File: config.mk
export PLATFORM = sky130hd
export DESIGN_NAME = nora_top
export DESIGN_NICKNAME = d
export VERILOG_FILES = /design/src/nora_pkg.sv /design/src/blinker.sv /design/src/cpu_bus_sampler.sv /design/src/cpu_pin_ctrl.sv /design/src/nora_top.sv /design/src/via_gpio.sv
export SDC_FILE = /design/constraint.sdc
export NUM_CORES = 1
export LEC_CHECK = 0
export ABC_AREA = 1
export BUFFER_PORTS_ARGS = -buffer_cell sky130_fd_sc_hd__buf_2
export CAP_MARGIN = 25
export CORE_UTILIZATION = 44
export DETAILED_ROUTE_END_ITERATION = 10
export PLACE_DENSITY = 0.86
export SLEW_MARGIN = 20
export SYNTH_ARGS = -nofsm -noshare
export SYNTH_HDL_FRONTEND = slang
export SYNTH_SLANG_ARGS = --single-unit
File: constraint.sdc
create_clock -name clk6x -period 1.3 [get_ports clk6x]
set_clock_uncertainty 0.05 [all_clocks]
set_input_delay 0.13 -clock clk6x [delete_from_list [all_inputs] [get_ports clk6x]]
set_output_delay 0.13 -clock clk6x [all_outputs]
set_load 0.01 [all_outputs]
File: src/nora_pkg.sv
// nora glue shared definitions
package nora_pkg;

    localparam int DB_W        = 8;     // cpu and memory data bus byte
    localparam int CAB_W       = 16;    // full cpu address
    localparam int CAH_W       = 4;     // cpu address high nibble, CA[15:12]
    localparam int MAL_W       = 12;    // shared low memory address
    localparam int MAH_W       = 9;     // private high memory address, MAH[20:12]
    localparam int TRACE_W     = 48;    // bus trace word
    localparam int GPIO_REG_AW = 4;     // via register address

    // short blink period, keeps simulation fast
    localparam int BLINK_TOP = 16;

    // 65C22 register offsets
    localparam logic [GPIO_REG_AW-1:0] VIA_ORB  = 4'd0;
    localparam logic [GPIO_REG_AW-1:0] VIA_ORA  = 4'd1;
    localparam logic [GPIO_REG_AW-1:0] VIA_DDRB = 4'd2;
    localparam logic [GPIO_REG_AW-1:0] VIA_DDRA = 4'd3;

    // raw cpu status pins
    typedef struct packed {
        logic sob_mx;       // SOB on C02, M/X on 816
        logic sync_vpa;     // SYNC on C02, VPA on 816
        logic mln;
        logic vpn;
        logic vda;          // 816 only
        logic ef;           // 816 only
        logic rwn;
    } cpu_pins_t;

    // status flags as sampled
    typedef struct packed {
        logic sob_x;
        logic sob_m;
        logic sync_vpa;
        logic mln;
        logic vpn;
        logic vda;
        logic ef;
        logic rwn;
    } cpu_status_t;

    // phaser strobes, only the first two are consumed here
    typedef struct packed {
        logic latch_ad;
        logic release_wr;
        logic setup_cs;
        logic release_cs;
    } phase_strobes_t;

    // debugger forcing and blocking of cpu control lines
    typedef struct packed {
        logic force_resn;
        logic force_irqn;       // 0 forces IRQ
        logic force_nmin;       // 0 forces NMI
        logic force_abortn;     // 0 forces ABORT
        logic block_irq;        // 1 blocks IRQ
        logic block_nmi;
        logic block_abort;
    } irq_ctrl_t;

    // internal slave bus, single cycle strobe
    typedef struct packed {
        logic [GPIO_REG_AW-1:0] addr;
        logic [DB_W-1:0]        datawr;
        logic                   datawr_valid;
        logic                   req;
        logic                   rwn;    // 1 = read
    } slv_bus_t;

    typedef struct packed {
        logic [DB_W-1:0] ora;
        logic [DB_W-1:0] orb;
        logic [DB_W-1:0] ddra;      // 1 = output
        logic [DB_W-1:0] ddrb;
    } gpio_regs_t;

    // trace word, byte 5 at the top
    typedef struct packed {
        logic [7:0]       mah_hi;       // MAH[20:13]
        logic [CAB_W-1:0] addr;         // bytes 4 and 3
        logic [DB_W-1:0]  cd;           // byte 2
        logic [2:0]       zero;         // byte 1 from here
        logic             sob_x;
        logic             cresn;
        logic             cirqn;
        logic             cnmin;
        logic             cabortn;
        logic             crdy;         // byte 0 from here
        logic             sob_m;
        logic             sync_vpa;
        logic             mln;
        logic             vpn;
        logic             vda;
        logic             ef;
        logic             rwn;
    } trace_t;

endpackage

File: src/blinker.sv
// led blink divider
`timescale 1ns/100ps

module blinker (
    input  logic clk6x,
    input  logic reset_i,
    input  logic blink_en_i,    // low while software owns the led
    output logic led_o
);
    import nora_pkg::*;

    logic [$clog2(BLINK_TOP)-1:0] cnt_r;    // toggle divider

    always_ff @(posedge clk6x)
    begin
        if (reset_i)
        begin
            cnt_r <= '0;
            led_o <= 1'b0;
        end
        else if (blink_en_i)
        begin
            if (cnt_r == BLINK_TOP - 1)
            begin
                cnt_r <= '0;            // wrap and flip
                led_o <= ~led_o;
            end
            else
                cnt_r <= cnt_r + 1'b1;
        end
        // disabled: counter and led hold
    end

endmodule

File: src/cpu_bus_sampler.sv
// cpu bus status sampler and trace
`timescale 1ns/100ps

module cpu_bus_sampler (
    input  logic                          clk6x,
    input  logic                          reset_i,
    input  nora_pkg::phase_strobes_t      strobes_i,
    input  logic [nora_pkg::CAB_W-1:0]    cpu_ab_i,       // {CA, MAL}
    input  nora_pkg::cpu_pins_t           cpu_pins_i,
    input  logic                          cputype02_i,    // 1 = 65C02, 0 = 65C816
    input  logic [nora_pkg::DB_W-1:0]     cd_i,
    input  logic [nora_pkg::MAH_W-1:0]    mah_i,
    input  logic                          cresn_i,
    input  logic                          cirqn_i,
    input  logic                          cnmin_i,
    input  logic                          cabortn_i,
    input  logic                          crdy_i,
    output nora_pkg::trace_t              trace_o
);
    import nora_pkg::*;

    logic               cputype02_r;    // board strap, resampled each cycle
    logic [CAB_W-1:0]   cpu_ab_r;
    cpu_status_t        status_r;
    logic [TRACE_W-1:0] trace_bits;

    always_ff @(posedge clk6x)
        cputype02_r <= cputype02_i;

    always_ff @(posedge clk6x)
    begin
        if (reset_i)
        begin
            cpu_ab_r <= '0;
            status_r <= '0;
        end
        else
        begin
            if (strobes_i.latch_ad)     // phi2 rising edge
            begin
                cpu_ab_r          <= cpu_ab_i;
                // X flag, 8-bit regs forced in emulation or on a C02
                status_r.sob_x    <= cpu_pins_i.sob_mx | cputype02_r | cpu_pins_i.ef;
                status_r.sync_vpa <= cpu_pins_i.sync_vpa;
                status_r.mln      <= cpu_pins_i.mln;
                status_r.vpn      <= cpu_pins_i.vpn;
                status_r.vda      <= cpu_pins_i.vda | cputype02_r;  // C02 has no VDA pin
                status_r.ef       <= cpu_pins_i.ef | cputype02_r;   // C02 is always emulation
                status_r.rwn      <= cpu_pins_i.rwn;
            end
            if (strobes_i.release_wr)   // M valid at phi2 fall
                status_r.sob_m <= cpu_pins_i.sob_mx | cputype02_r | status_r.ef;
        end
    end

    // byte 5 takes the top 8 of MAH, byte 2 the live data bus
    assign trace_bits = {
        mah_i[MAH_W-1 -: 8],
        cpu_ab_r,
        cd_i,
        3'b000,
        status_r.sob_x,
        cresn_i,
        cirqn_i,
        cnmin_i,
        cabortn_i,
        crdy_i,
        status_r.sob_m,
        status_r.sync_vpa,
        status_r.mln,
        status_r.vpn,
        status_r.vda,
        status_r.ef,
        status_r.rwn
    };

    assign trace_o = trace_t'(trace_bits);

endmodule

File: src/cpu_pin_ctrl.sv
// cpu interrupt lines and bus drive enables
`timescale 1ns/100ps

module cpu_pin_ctrl (
    input  logic                  clk6x,
    input  logic                  reset_i,
    input  nora_pkg::irq_ctrl_t   irq_ctrl_i,
    input  logic                  virqn_i,        // vera/aura/enet irq, active low
    input  logic                  nmi_req_n_i,    // nmi request, active low
    input  logic                  crwn_i,
    input  logic                  cphi2_i,
    input  logic                  cbe_i,
    input  logic                  mrdn_i,
    output logic                  cresn_o,
    output logic                  cirqn_o,
    output logic                  cnmin_o,
    output logic                  cabortn_o,
    output logic                  cd_drive_o,     // fpga drives CD
    output logic                  md_drive_o,     // fpga drives MD
    output logic                  mal_drive_o     // fpga drives MAL
);
    import nora_pkg::*;

    irq_ctrl_t ctl;
    logic      mrdn_d_r;    // MRDn one cycle back

    assign ctl = irq_ctrl_i;

    // reset comes straight from the debugger
    assign cresn_o = ctl.force_resn;

    // request AND force, then block wins
    assign cirqn_o   = (virqn_i & ctl.force_irqn) | ctl.block_irq;
    assign cnmin_o   = (nmi_req_n_i & ctl.force_nmin) | ctl.block_nmi;
    assign cabortn_o = ctl.force_abortn | ctl.block_abort;     // no external abort source

    // CD only while the cpu reads, and only in phi2 high (816 puts bank on CD in phi1)
    assign cd_drive_o = crwn_i & cphi2_i;

    always_ff @(posedge clk6x)
    begin
        if (reset_i)
            mrdn_d_r <= 1'b1;   // idle, no read
        else
            mrdn_d_r <= mrdn_i;
    end

    // sram releases MD after MRDn rises, so wait one cycle for turn-around
    assign md_drive_o = mrdn_i & mrdn_d_r;

    // MAL shared with the cpu, hands off while cpu bus enabled
    assign mal_drive_o = ~cbe_i;

endmodule

File: src/nora_top.sv
// nora system glue top
`timescale 1ns/100ps

module nora_top (
    input  logic                          clk6x,
    input  logic                          reset_i,
    // phaser strobes
    input  nora_pkg::phase_strobes_t      strobes_i,
    // cpu side
    input  logic [nora_pkg::CAH_W-1:0]    ca_i,           // CA[15:12]
    input  logic [nora_pkg::MAL_W-1:0]    mal_i,          // shared low address
    input  nora_pkg::cpu_pins_t           cpu_pins_i,
    input  logic                          cputype02_i,    // board strap
    input  logic [nora_pkg::DB_W-1:0]     cd_i,
    input  logic [nora_pkg::MAH_W-1:0]    mah_i,
    input  logic                          crdy_i,
    input  logic                          cphi2_i,
    input  logic                          cbe_i,
    input  logic                          mrdn_i,
    // interrupt sources
    input  nora_pkg::irq_ctrl_t           irq_ctrl_i,
    input  logic                          virqn_i,
    input  logic                          nmi_req_n_i,
    // slave bus
    input  nora_pkg::slv_bus_t            slv_i,
    output logic [nora_pkg::DB_W-1:0]     slv_datard_o,
    // board gpio
    input  logic [1:0]                    nesdata_i,
    input  logic                          i2c_scl_i,
    input  logic                          i2c_sda_i,
    output logic                          nesclock_o,
    output logic                          neslatch_o,
    output logic                          scl_drive_o,
    output logic                          scl_o,
    output logic                          sda_pull_o,
    output logic [1:0]                    cpuled_o,
    // cpu control and drive enables
    output logic                          cresn_o,
    output logic                          cirqn_o,
    output logic                          cnmin_o,
    output logic                          cabortn_o,
    output logic                          cd_drive_o,
    output logic                          md_drive_o,
    output logic                          mal_drive_o,
    output nora_pkg::trace_t              trace_o
);
    import nora_pkg::*;

    logic [CAB_W-1:0] cpu_ab;       // CA high nibble on top of MAL
    logic             blink_led;
    logic             blink_en;

    assign cpu_ab = {ca_i, mal_i};

    blinker blnk0 (
        .clk6x      (clk6x),
        .reset_i    (reset_i),
        .blink_en_i (blink_en),
        .led_o      (blink_led)
    );

    cpu_bus_sampler smp0 (
        .clk6x       (clk6x),
        .reset_i     (reset_i),
        .strobes_i   (strobes_i),
        .cpu_ab_i    (cpu_ab),
        .cpu_pins_i  (cpu_pins_i),
        .cputype02_i (cputype02_i),
        .cd_i        (cd_i),
        .mah_i       (mah_i),
        .cresn_i     (cresn_o),     // trace sees the lines as driven
        .cirqn_i     (cirqn_o),
        .cnmin_i     (cnmin_o),
        .cabortn_i   (cabortn_o),
        .crdy_i      (crdy_i),
        .trace_o     (trace_o)
    );

    cpu_pin_ctrl pin0 (
        .clk6x       (clk6x),
        .reset_i     (reset_i),
        .irq_ctrl_i  (irq_ctrl_i),
        .virqn_i     (virqn_i),
        .nmi_req_n_i (nmi_req_n_i),
        .crwn_i      (cpu_pins_i.rwn),
        .cphi2_i     (cphi2_i),
        .cbe_i       (cbe_i),
        .mrdn_i      (mrdn_i),
        .cresn_o     (cresn_o),
        .cirqn_o     (cirqn_o),
        .cnmin_o     (cnmin_o),
        .cabortn_o   (cabortn_o),
        .cd_drive_o  (cd_drive_o),
        .md_drive_o  (md_drive_o),
        .mal_drive_o (mal_drive_o)
    );

    via_gpio via1 (
        .clk6x        (clk6x),
        .reset_i      (reset_i),
        .slv_i        (slv_i),
        .slv_datard_o (slv_datard_o),
        .blink_i      (blink_led),
        .nesdata_i    (nesdata_i),
        .i2c_scl_i    (i2c_scl_i),
        .i2c_sda_i    (i2c_sda_i),
        .nesclock_o   (nesclock_o),
        .neslatch_o   (neslatch_o),
        .scl_drive_o  (scl_drive_o),
        .scl_o        (scl_o),
        .sda_pull_o   (sda_pull_o),
        .cpuled_o     (cpuled_o),
        .blink_en_o   (blink_en)
    );

endmodule

File: src/via_gpio.sv
// via gpio block with board pin map
`timescale 1ns/100ps

module via_gpio (
    input  logic                       clk6x,
    input  logic                       reset_i,
    input  nora_pkg::slv_bus_t         slv_i,
    output logic [nora_pkg::DB_W-1:0]  slv_datard_o,
    input  logic                       blink_i,        // blinker led fallback
    input  logic [1:0]                 nesdata_i,      // game pad serial data 0 and 1
    input  logic                       i2c_scl_i,
    input  logic                       i2c_sda_i,
    output logic                       nesclock_o,
    output logic                       neslatch_o,
    output logic                       scl_drive_o,
    output logic                       scl_o,
    output logic                       sda_pull_o,     // 1 pulls SDA low
    output logic [1:0]                 cpuled_o,
    output logic                       blink_en_o
);
    import nora_pkg::*;

    gpio_regs_t      regs_r;
    logic [DB_W-1:0] ira;       // port A pin levels
    logic [DB_W-1:0] irb;       // port B pin levels
    logic            wr_en;

    assign wr_en = slv_i.req & slv_i.datawr_valid & ~slv_i.rwn;

    always_ff @(posedge clk6x)
    begin
        if (reset_i)
            regs_r <= '0;       // all pins input after reset
        else if (wr_en)
        begin
            case (slv_i.addr)
                VIA_ORB:  regs_r.orb  <= slv_i.datawr;
                VIA_ORA:  regs_r.ora  <= slv_i.datawr;
                VIA_DDRB: regs_r.ddrb <= slv_i.datawr;
                VIA_DDRA: regs_r.ddra <= slv_i.datawr;
                default:  ;             // timers etc not present
            endcase
        end
    end

    // port A pins: pad data, clock/latch seen inverted, i2c
    assign ira = {
        nesdata_i[0],
        nesdata_i[1],
        1'b1,
        1'b1,
        ~nesclock_o,
        ~neslatch_o,
        i2c_scl_i,
        i2c_sda_i
    };

    // port B reads back the leds
    assign irb = {6'b110000, cpuled_o[1], cpuled_o[0]};

    // read mux, combinational
    always_comb
    begin
        slv_datard_o = 8'hFF;   // idle bus
        if (slv_i.req && slv_i.rwn)
        begin
            case (slv_i.addr)
                VIA_ORB:  slv_datard_o = irb;
                VIA_ORA:  slv_datard_o = ira;
                VIA_DDRB: slv_datard_o = regs_r.ddrb;
                VIA_DDRA: slv_datard_o = regs_r.ddra;
                default:  slv_datard_o = 8'hFF;
            endcase
        end
    end

    // pad clock and latch inverted by the level shifter, idle high
    assign nesclock_o = regs_r.ddra[3] ? ~regs_r.ora[3] : 1'b1;
    assign neslatch_o = regs_r.ddra[2] ? ~regs_r.ora[2] : 1'b1;

    // SCL push-pull when output, else released
    assign scl_drive_o = regs_r.ddra[1];
    assign scl_o       = regs_r.ora[1];

    // SDA open drain
    assign sda_pull_o = regs_r.ddra[0] & ~regs_r.ora[0];

    // led0 falls back to the blinker, led1 idles high
    assign cpuled_o[0] = regs_r.ddrb[0] ? regs_r.orb[0] : blink_i;
    assign cpuled_o[1] = regs_r.ddrb[1] ? regs_r.orb[1] : 1'b1;

    assign blink_en_o = ~regs_r.ddrb[0];   // blink only while led0 is not software owned

endmodule
==> Word level (Yosys, flattened, before mapping) <==
Index checks and enable logic that the tools add are counted.
{ "word_totals": {"reg_bits": 53, "in_bits": 79, "out_inout_bits": 70} }
{ "classes": {"addsub": 1, "n_eq_ne": 4, "mux": 7, "bitwise_logic": 24, "reduce_logical": 7} }
{ "op_table": {"columns": ["operator", "n"], "rows": [
  ["8-bit one-hot mux with 4 select lines", 1],
  ["2-bit AND reduction", 5],
  ["1-bit inverter", 9],
  ["4-bit by 2-bit equality test with 1-bit output (second input constant)", 2],
  ["8-bit two-way mux", 1],
  ["1-bit OR", 8],
  ["1-bit bitwise AND", 7],
  ["4-bit by 1-bit adder with 4-bit output (second input constant)", 1],
  ["4-bit by 1-bit equality test with 1-bit output (second input constant)", 1],
  ["4-bit equality test (second input constant)", 1],
  ["4-bit zero test", 1],
  ["1-bit two-way mux", 4],
  ["4-bit two-way mux", 1],
  ["1-bit logical AND", 1]
]} }

==> Depth between registers and ports, before layout <==
{ "depth": {"depth_word": 5, "ltp_mapped": 7, "ltp_nobuf": 7} }

==> Modules after synthesis <==
From an unflattened synthesis, not the netlist that was laid out.
{ "hier_totals": {"hier_cells": 401, "area_unflattened_um2": 2801.4} }
{ "by_module_without_submodules": {"columns": ["module", "instances", "cells_per_inst", "area_each_um2", "seq_area_each_um2"], "rows": [
  ["via_gpio", 1, 216, 1343.8, 440.4],
  ["cpu_bus_sampler", 1, 135, 1142.3, 500.5],
  ["blinker", 1, 31, 224.0, 100.1],
  ["cpu_pin_ctrl", 1, 19, 91.3, 20.0]
]} }

==> Least setup slack after synthesis <==
Ideal clock, no wire load.
{ "synth_path": {"kind": "register to register", "from": "reg blnk0.cnt_r[1]", "to": "reg blnk0.cnt_r[3]", "arrival_ns": 0.854, "setup_slack_ns": 0.274, "path_stages_with_launch": 5, "period_less_slack_ns": 1.026, "path_cell_list": "dfxtp_1 > ha_1 > nand3_1 > o21ai_0 > nor2_1"} }
{ "synth_between": {"elab_chain_cells": 2, "elab_cells_between_ends": 3, "cone_classes": "add/sub (1); eq/ne (1); mux (1)"} }
{ "synth_rtl": {"columns": ["item", "line", "text"], "rows": [
  ["start, declared", "blinker.sv:12", "logic [$clog2(BLINK_TOP)-1:0] cnt_r;"],
  ["start signal, assigned", "blinker.sv:29", "cnt_r <= cnt_r + 1'b1;"],
  ["4-bit by 1-bit adder with 4-bit output / 4-bit equality test (equally long branches)", "blinker.sv:29, blinker.sv:23", null],
  ["4-bit two-way mux (*)", "blinker.sv:23", "if (cnt_r == BLINK_TOP - 1)"]
]} }
Every way passes the cells marked *; elsewhere a longest branch is shown, timed or not.
A chain may end at the register's enable or synchronous reset.

==> Final worst setup path <==
{ "layout_path": {"from": "reg via1.regs_r[0] (netlist bit)", "to": "out slv_datard_o[0] (netlist bit)"} }
{ "layout_between": {"elab_chain_cells": 3} }
{ "layout_rtl": {"columns": ["item", "line", "text"], "rows": [
  ["start, declared", "via_gpio.sv:23", "gpio_regs_t regs_r;"],
  ["1-bit two-way mux", "via_gpio.sv:89", "assign cpuled_o[0] = regs_r.ddrb[0] ? regs_r.orb[0] : blink_i;"],
  ["8-bit one-hot mux with 4 select lines (*)", "via_gpio.sv:67", "case (slv_i.addr)"],
  ["8-bit two-way mux (*)", "via_gpio.sv:65", "if (slv_i.req && slv_i.rwn)"],
  ["end, declared", "nora_top.sv:26", "output logic [nora_pkg::DB_W-1:0] slv_datard_o,"]
]} }
Marks and branches as above.

==> out/metrics.cfg <==
[run_status]
run_status = complete, but fails checks
failing_checks = setup timing

[logic_synthesis]
netlist_instances = 387
synth_seq_cells = 53
yosys.area.top_type = sky130_fd_sc_hd__dfxtp_1
netlist.area_leader.share_pct = 40.0
yosysUniqueCellTypes = 25
yosys-top-cells-area = sky130_fd_sc_hd__dfxtp_1, sky130_fd_sc_hd__nor2_1, sky130_fd_sc_hd__nand2_1, sky130_fd_sc_hd__buf_4, sky130_fd_sc_hd__o21ai_0
synth_area_per_cell_sq_um = 6.85
synth.yosys.warnings = 0
proportion_of_synthesized_chip_area_in_sequential_cells_pct = 40.0
post_synth_instance_area_sq_um = 2650

[place]
dp_hpwl_mm = 4.60
post_place_cell_area_sq_um = 3130
place.gp.congestion = 0.847
place.port_buffers = 105
post-place-ws_ns = 0.0488

[clock_network]
cts_tree = built
cts_max_level = 2
tritoncts_num_sinks = 53
cts-root-to-sink-buffers = 2
clk_pin_slew_worst_paths_ns = 0.10
clk_root_buffer_cell = sky130_fd_sc_hd__clkbuf_8
cts_inserted_buffers = 5
worst_skew_pair.late_latency_ns = 0.30

[final_layout]
finalNetCount = 582
filler_cell_count = 473
area.sequential_sq_um = 1070
fraction_of_layout_instances_using_a_drive_strength_above_1_pct = 31.6
n_antenna_cell = 0
flow.area_growth_from_synthesis_pct = 33.1
multi_input_comb_area_sq_um = 1220
layout.cells.most_common_list = sky130_fd_sc_hd__nor2_1, sky130_fd_sc_hd__buf_2, sky130_fd_sc_hd__nand2_1, sky130_fd_sc_hd__dfxtp_1, sky130_fd_sc_hd__inv_1
final_design_area_no_fill_sq_um = 3530
finalCoreUtilization_pct = 62.6

[global_routing]
largest_net_degree_at_the_start_of_global_routing = 24
globalRouteOverflowTotal = 0
grt_pass1_wl_mm = 10.8
grt_use_total_pct = 21.6
antenna_found_initial = 0
number_of_global_route_vias_before_repair = 2545

[floorplanning]
design.core.area_sq_um = 5640
fp.dieArea_sq_um = 6340
initial_utilization_pct = 47.0
die-width_um = 79.6
die-height_um = 79.6
rows = 27
number_of_i_o_pins = 149

[worst_setup_path]
critical_path_class = register to output pin
timing.critical_path.from_type = register
arrival_time_at_the_worst_endpoint_ns = 1.12
critPathRequiredTime_ns = 1.12
path_max_fanout = 3
critical_path.endpoint_type = output pin

[sta]
rsz0062_at_grt = true
report.final.slew_viol_count = 0
max_freq_ghz = 0.767
timing.setup.tns_ns = -0.00386
min_period_ns = 1.30
count_of_endpoints_failing_hold_in_the_final_timing_report = 0
layout_worst_path_cycle_share_pct = 100
layout_setup_ws_ns = -0.00386
setup_violations = 1

[power_and_ir_drop]
pwr_density_cell_nw_per_um2 = 945
cellLeakagePower_uw = 0.00175
vdd.ir_drop.worst_v = 0.000694

[detailed_routing]
num_vias = 2789
post_route_drc_violation_count = 0
final_antenna_net_count = 0
route.final.wire_length_mm = 6.89
detail_route.wl_per_cell_um = 12.0
via_per_inst = 4.85
initialDrtViolationCount = 182
detailedRoute.firstPassIterationCount = 4

[job]
maxCapViolCount = 0

[worst_hold_path]
class_of_the_most_critical_hold_timing_path = primary input to register

## worst max-delay path, stage by stage (launching register included)
cell,delay (ns)
sky130_fd_sc_hd__dfxtp_2,0.34
sky130_fd_sc_hd__o21ai_2,0.15
sky130_fd_sc_hd__nor2_1,0.06
sky130_fd_sc_hd__nor2_1,0.10
sky130_fd_sc_hd__nand2_1,0.06
sky130_fd_sc_hd__buf_2,0.13
## routing by layer
metal | track usage [%] | up-vias | part of all wire, %
li1 | - | 1407 | -
met2 | 38.0 | 131 | 47
met4 | 6.73 | 0 | 0.86
met1 | 24.9 | 1241 | 44
met5 | 0 | - | 0
met3 | 6.40 | 10 | 8.9
## cells by family after synthesis
logic type / synth area share (%)
simple gates: 37.5
buf+inv: 15.1
flops: 40.0
compound gates: 6.84
fa+ha+maj: 0.472
other cells: 0.141
## final cells by class
type	instances	area share (%)
Clock inverter	1	0.248
Tap cell	72	2.55
Sequential cell	53	30.2
Inverter	34	3.69
Multi-Input combinational cell	263	34.6
Timing Repair Buffer	145	26.0
Clock buffer	7	2.73
## cells in the mapped netlist
| master | instances |
|---|---|
| sky130_fd_sc_hd__nor2_1 | 107 |
| sky130_fd_sc_hd__nand2_1 | 65 |
| sky130_fd_sc_hd__dfxtp_1 | 53 |
| sky130_fd_sc_hd__inv_1 | 31 |
| sky130_fd_sc_hd__o21ai_0 | 29 |
| sky130_fd_sc_hd__buf_4 | 28 |
| sky130_fd_sc_hd__nand3_1 | 24 |
| sky130_fd_sc_hd__nand4_1 | 7 |
| sky130_fd_sc_hd__buf_2 | 5 |
| sky130_fd_sc_hd__nor2_2 | 5 |
| sky130_fd_sc_hd__clkbuf_1 | 4 |
| sky130_fd_sc_hd__nor2_4 | 4 |
| sky130_fd_sc_hd__nor3_1 | 4 |
| sky130_fd_sc_hd__a21oi_1 | 3 |
| sky130_fd_sc_hd__inv_2 | 3 |
| sky130_fd_sc_hd__or2_2 | 3 |
| sky130_fd_sc_hd__a21o_1 | 2 |
| sky130_fd_sc_hd__buf_6 | 2 |
| sky130_fd_sc_hd__nand2_4 | 2 |
| sky130_fd_sc_hd__a31oi_1 | 1 |
| sky130_fd_sc_hd__and3_1 | 1 |
| sky130_fd_sc_hd__conb_1 | 1 |
| sky130_fd_sc_hd__ha_1 | 1 |
| sky130_fd_sc_hd__nand3b_4 | 1 |
| sky130_fd_sc_hd__nor2_8 | 1 |
## state kept, by name (all words and copies together) (netlist names)
register,cells
pin0.mrdn_d_r,1
blnk0.led_o,1
via1.scl_drive_o,1
smp0.trace_o,8
blnk0.cnt_r,4
via1.regs_r,20
smp0.cputype02_r,1
via1.scl_o,1
smp0.cpu_ab_r,16
## where the power goes
part / switching [uW] / internal [uW] / leakage, uW / total, uW
combinational: 301 / 262 / 0.00125 / 563
sequential: 39.0 / 1690 / 0.000437 / 1730
clock: 550 / 493 / 0.0000549 / 1040
total: 891 / 2450 / 0.00175 / 3340
## worst paths after layout
kind / startpoint / end / slack, ns / depth (start not counted)
max: via1.regs_r[0]$_SDFFE_PP0P_ / slv_datard_o[0] / -0.004 / 5
min: mal_i[2] / smp0.cpu_ab_r[2]$_SDFFE_PP0P_ / 0.007 / 3
max reg2reg: blnk0.cnt_r[1]$_SDFFE_PP0N_ / blnk0.cnt_r[3]$_SDFFE_PP0N_ / 0.14 / 4
min reg2reg: via1.regs_r[15]$_SDFFE_PP0P_ / via1.regs_r[15]$_SDFFE_PP0P_ / 0.44 / 2
## repair_timing
action	in CTS	in global routing
gates resized for setup	8	8
hold buffers	22	0
pin swaps	5	4
setup buffers	1	4
hold endpoints to repair	22	0
endpoints found under the setup margin	2	13
## metrics by stage
step	hold WS, ns	total power [uW]	std cells
floorplan	0.108	2090	389
global placement	0.184	2230	540
detailed placement	0.184	2250	540
CTS	0.000538	3340	571
global route	0.0157	3480	575
finish	0.00731	3340	575
Note: power is estimated with default switching activity, not from simulation.
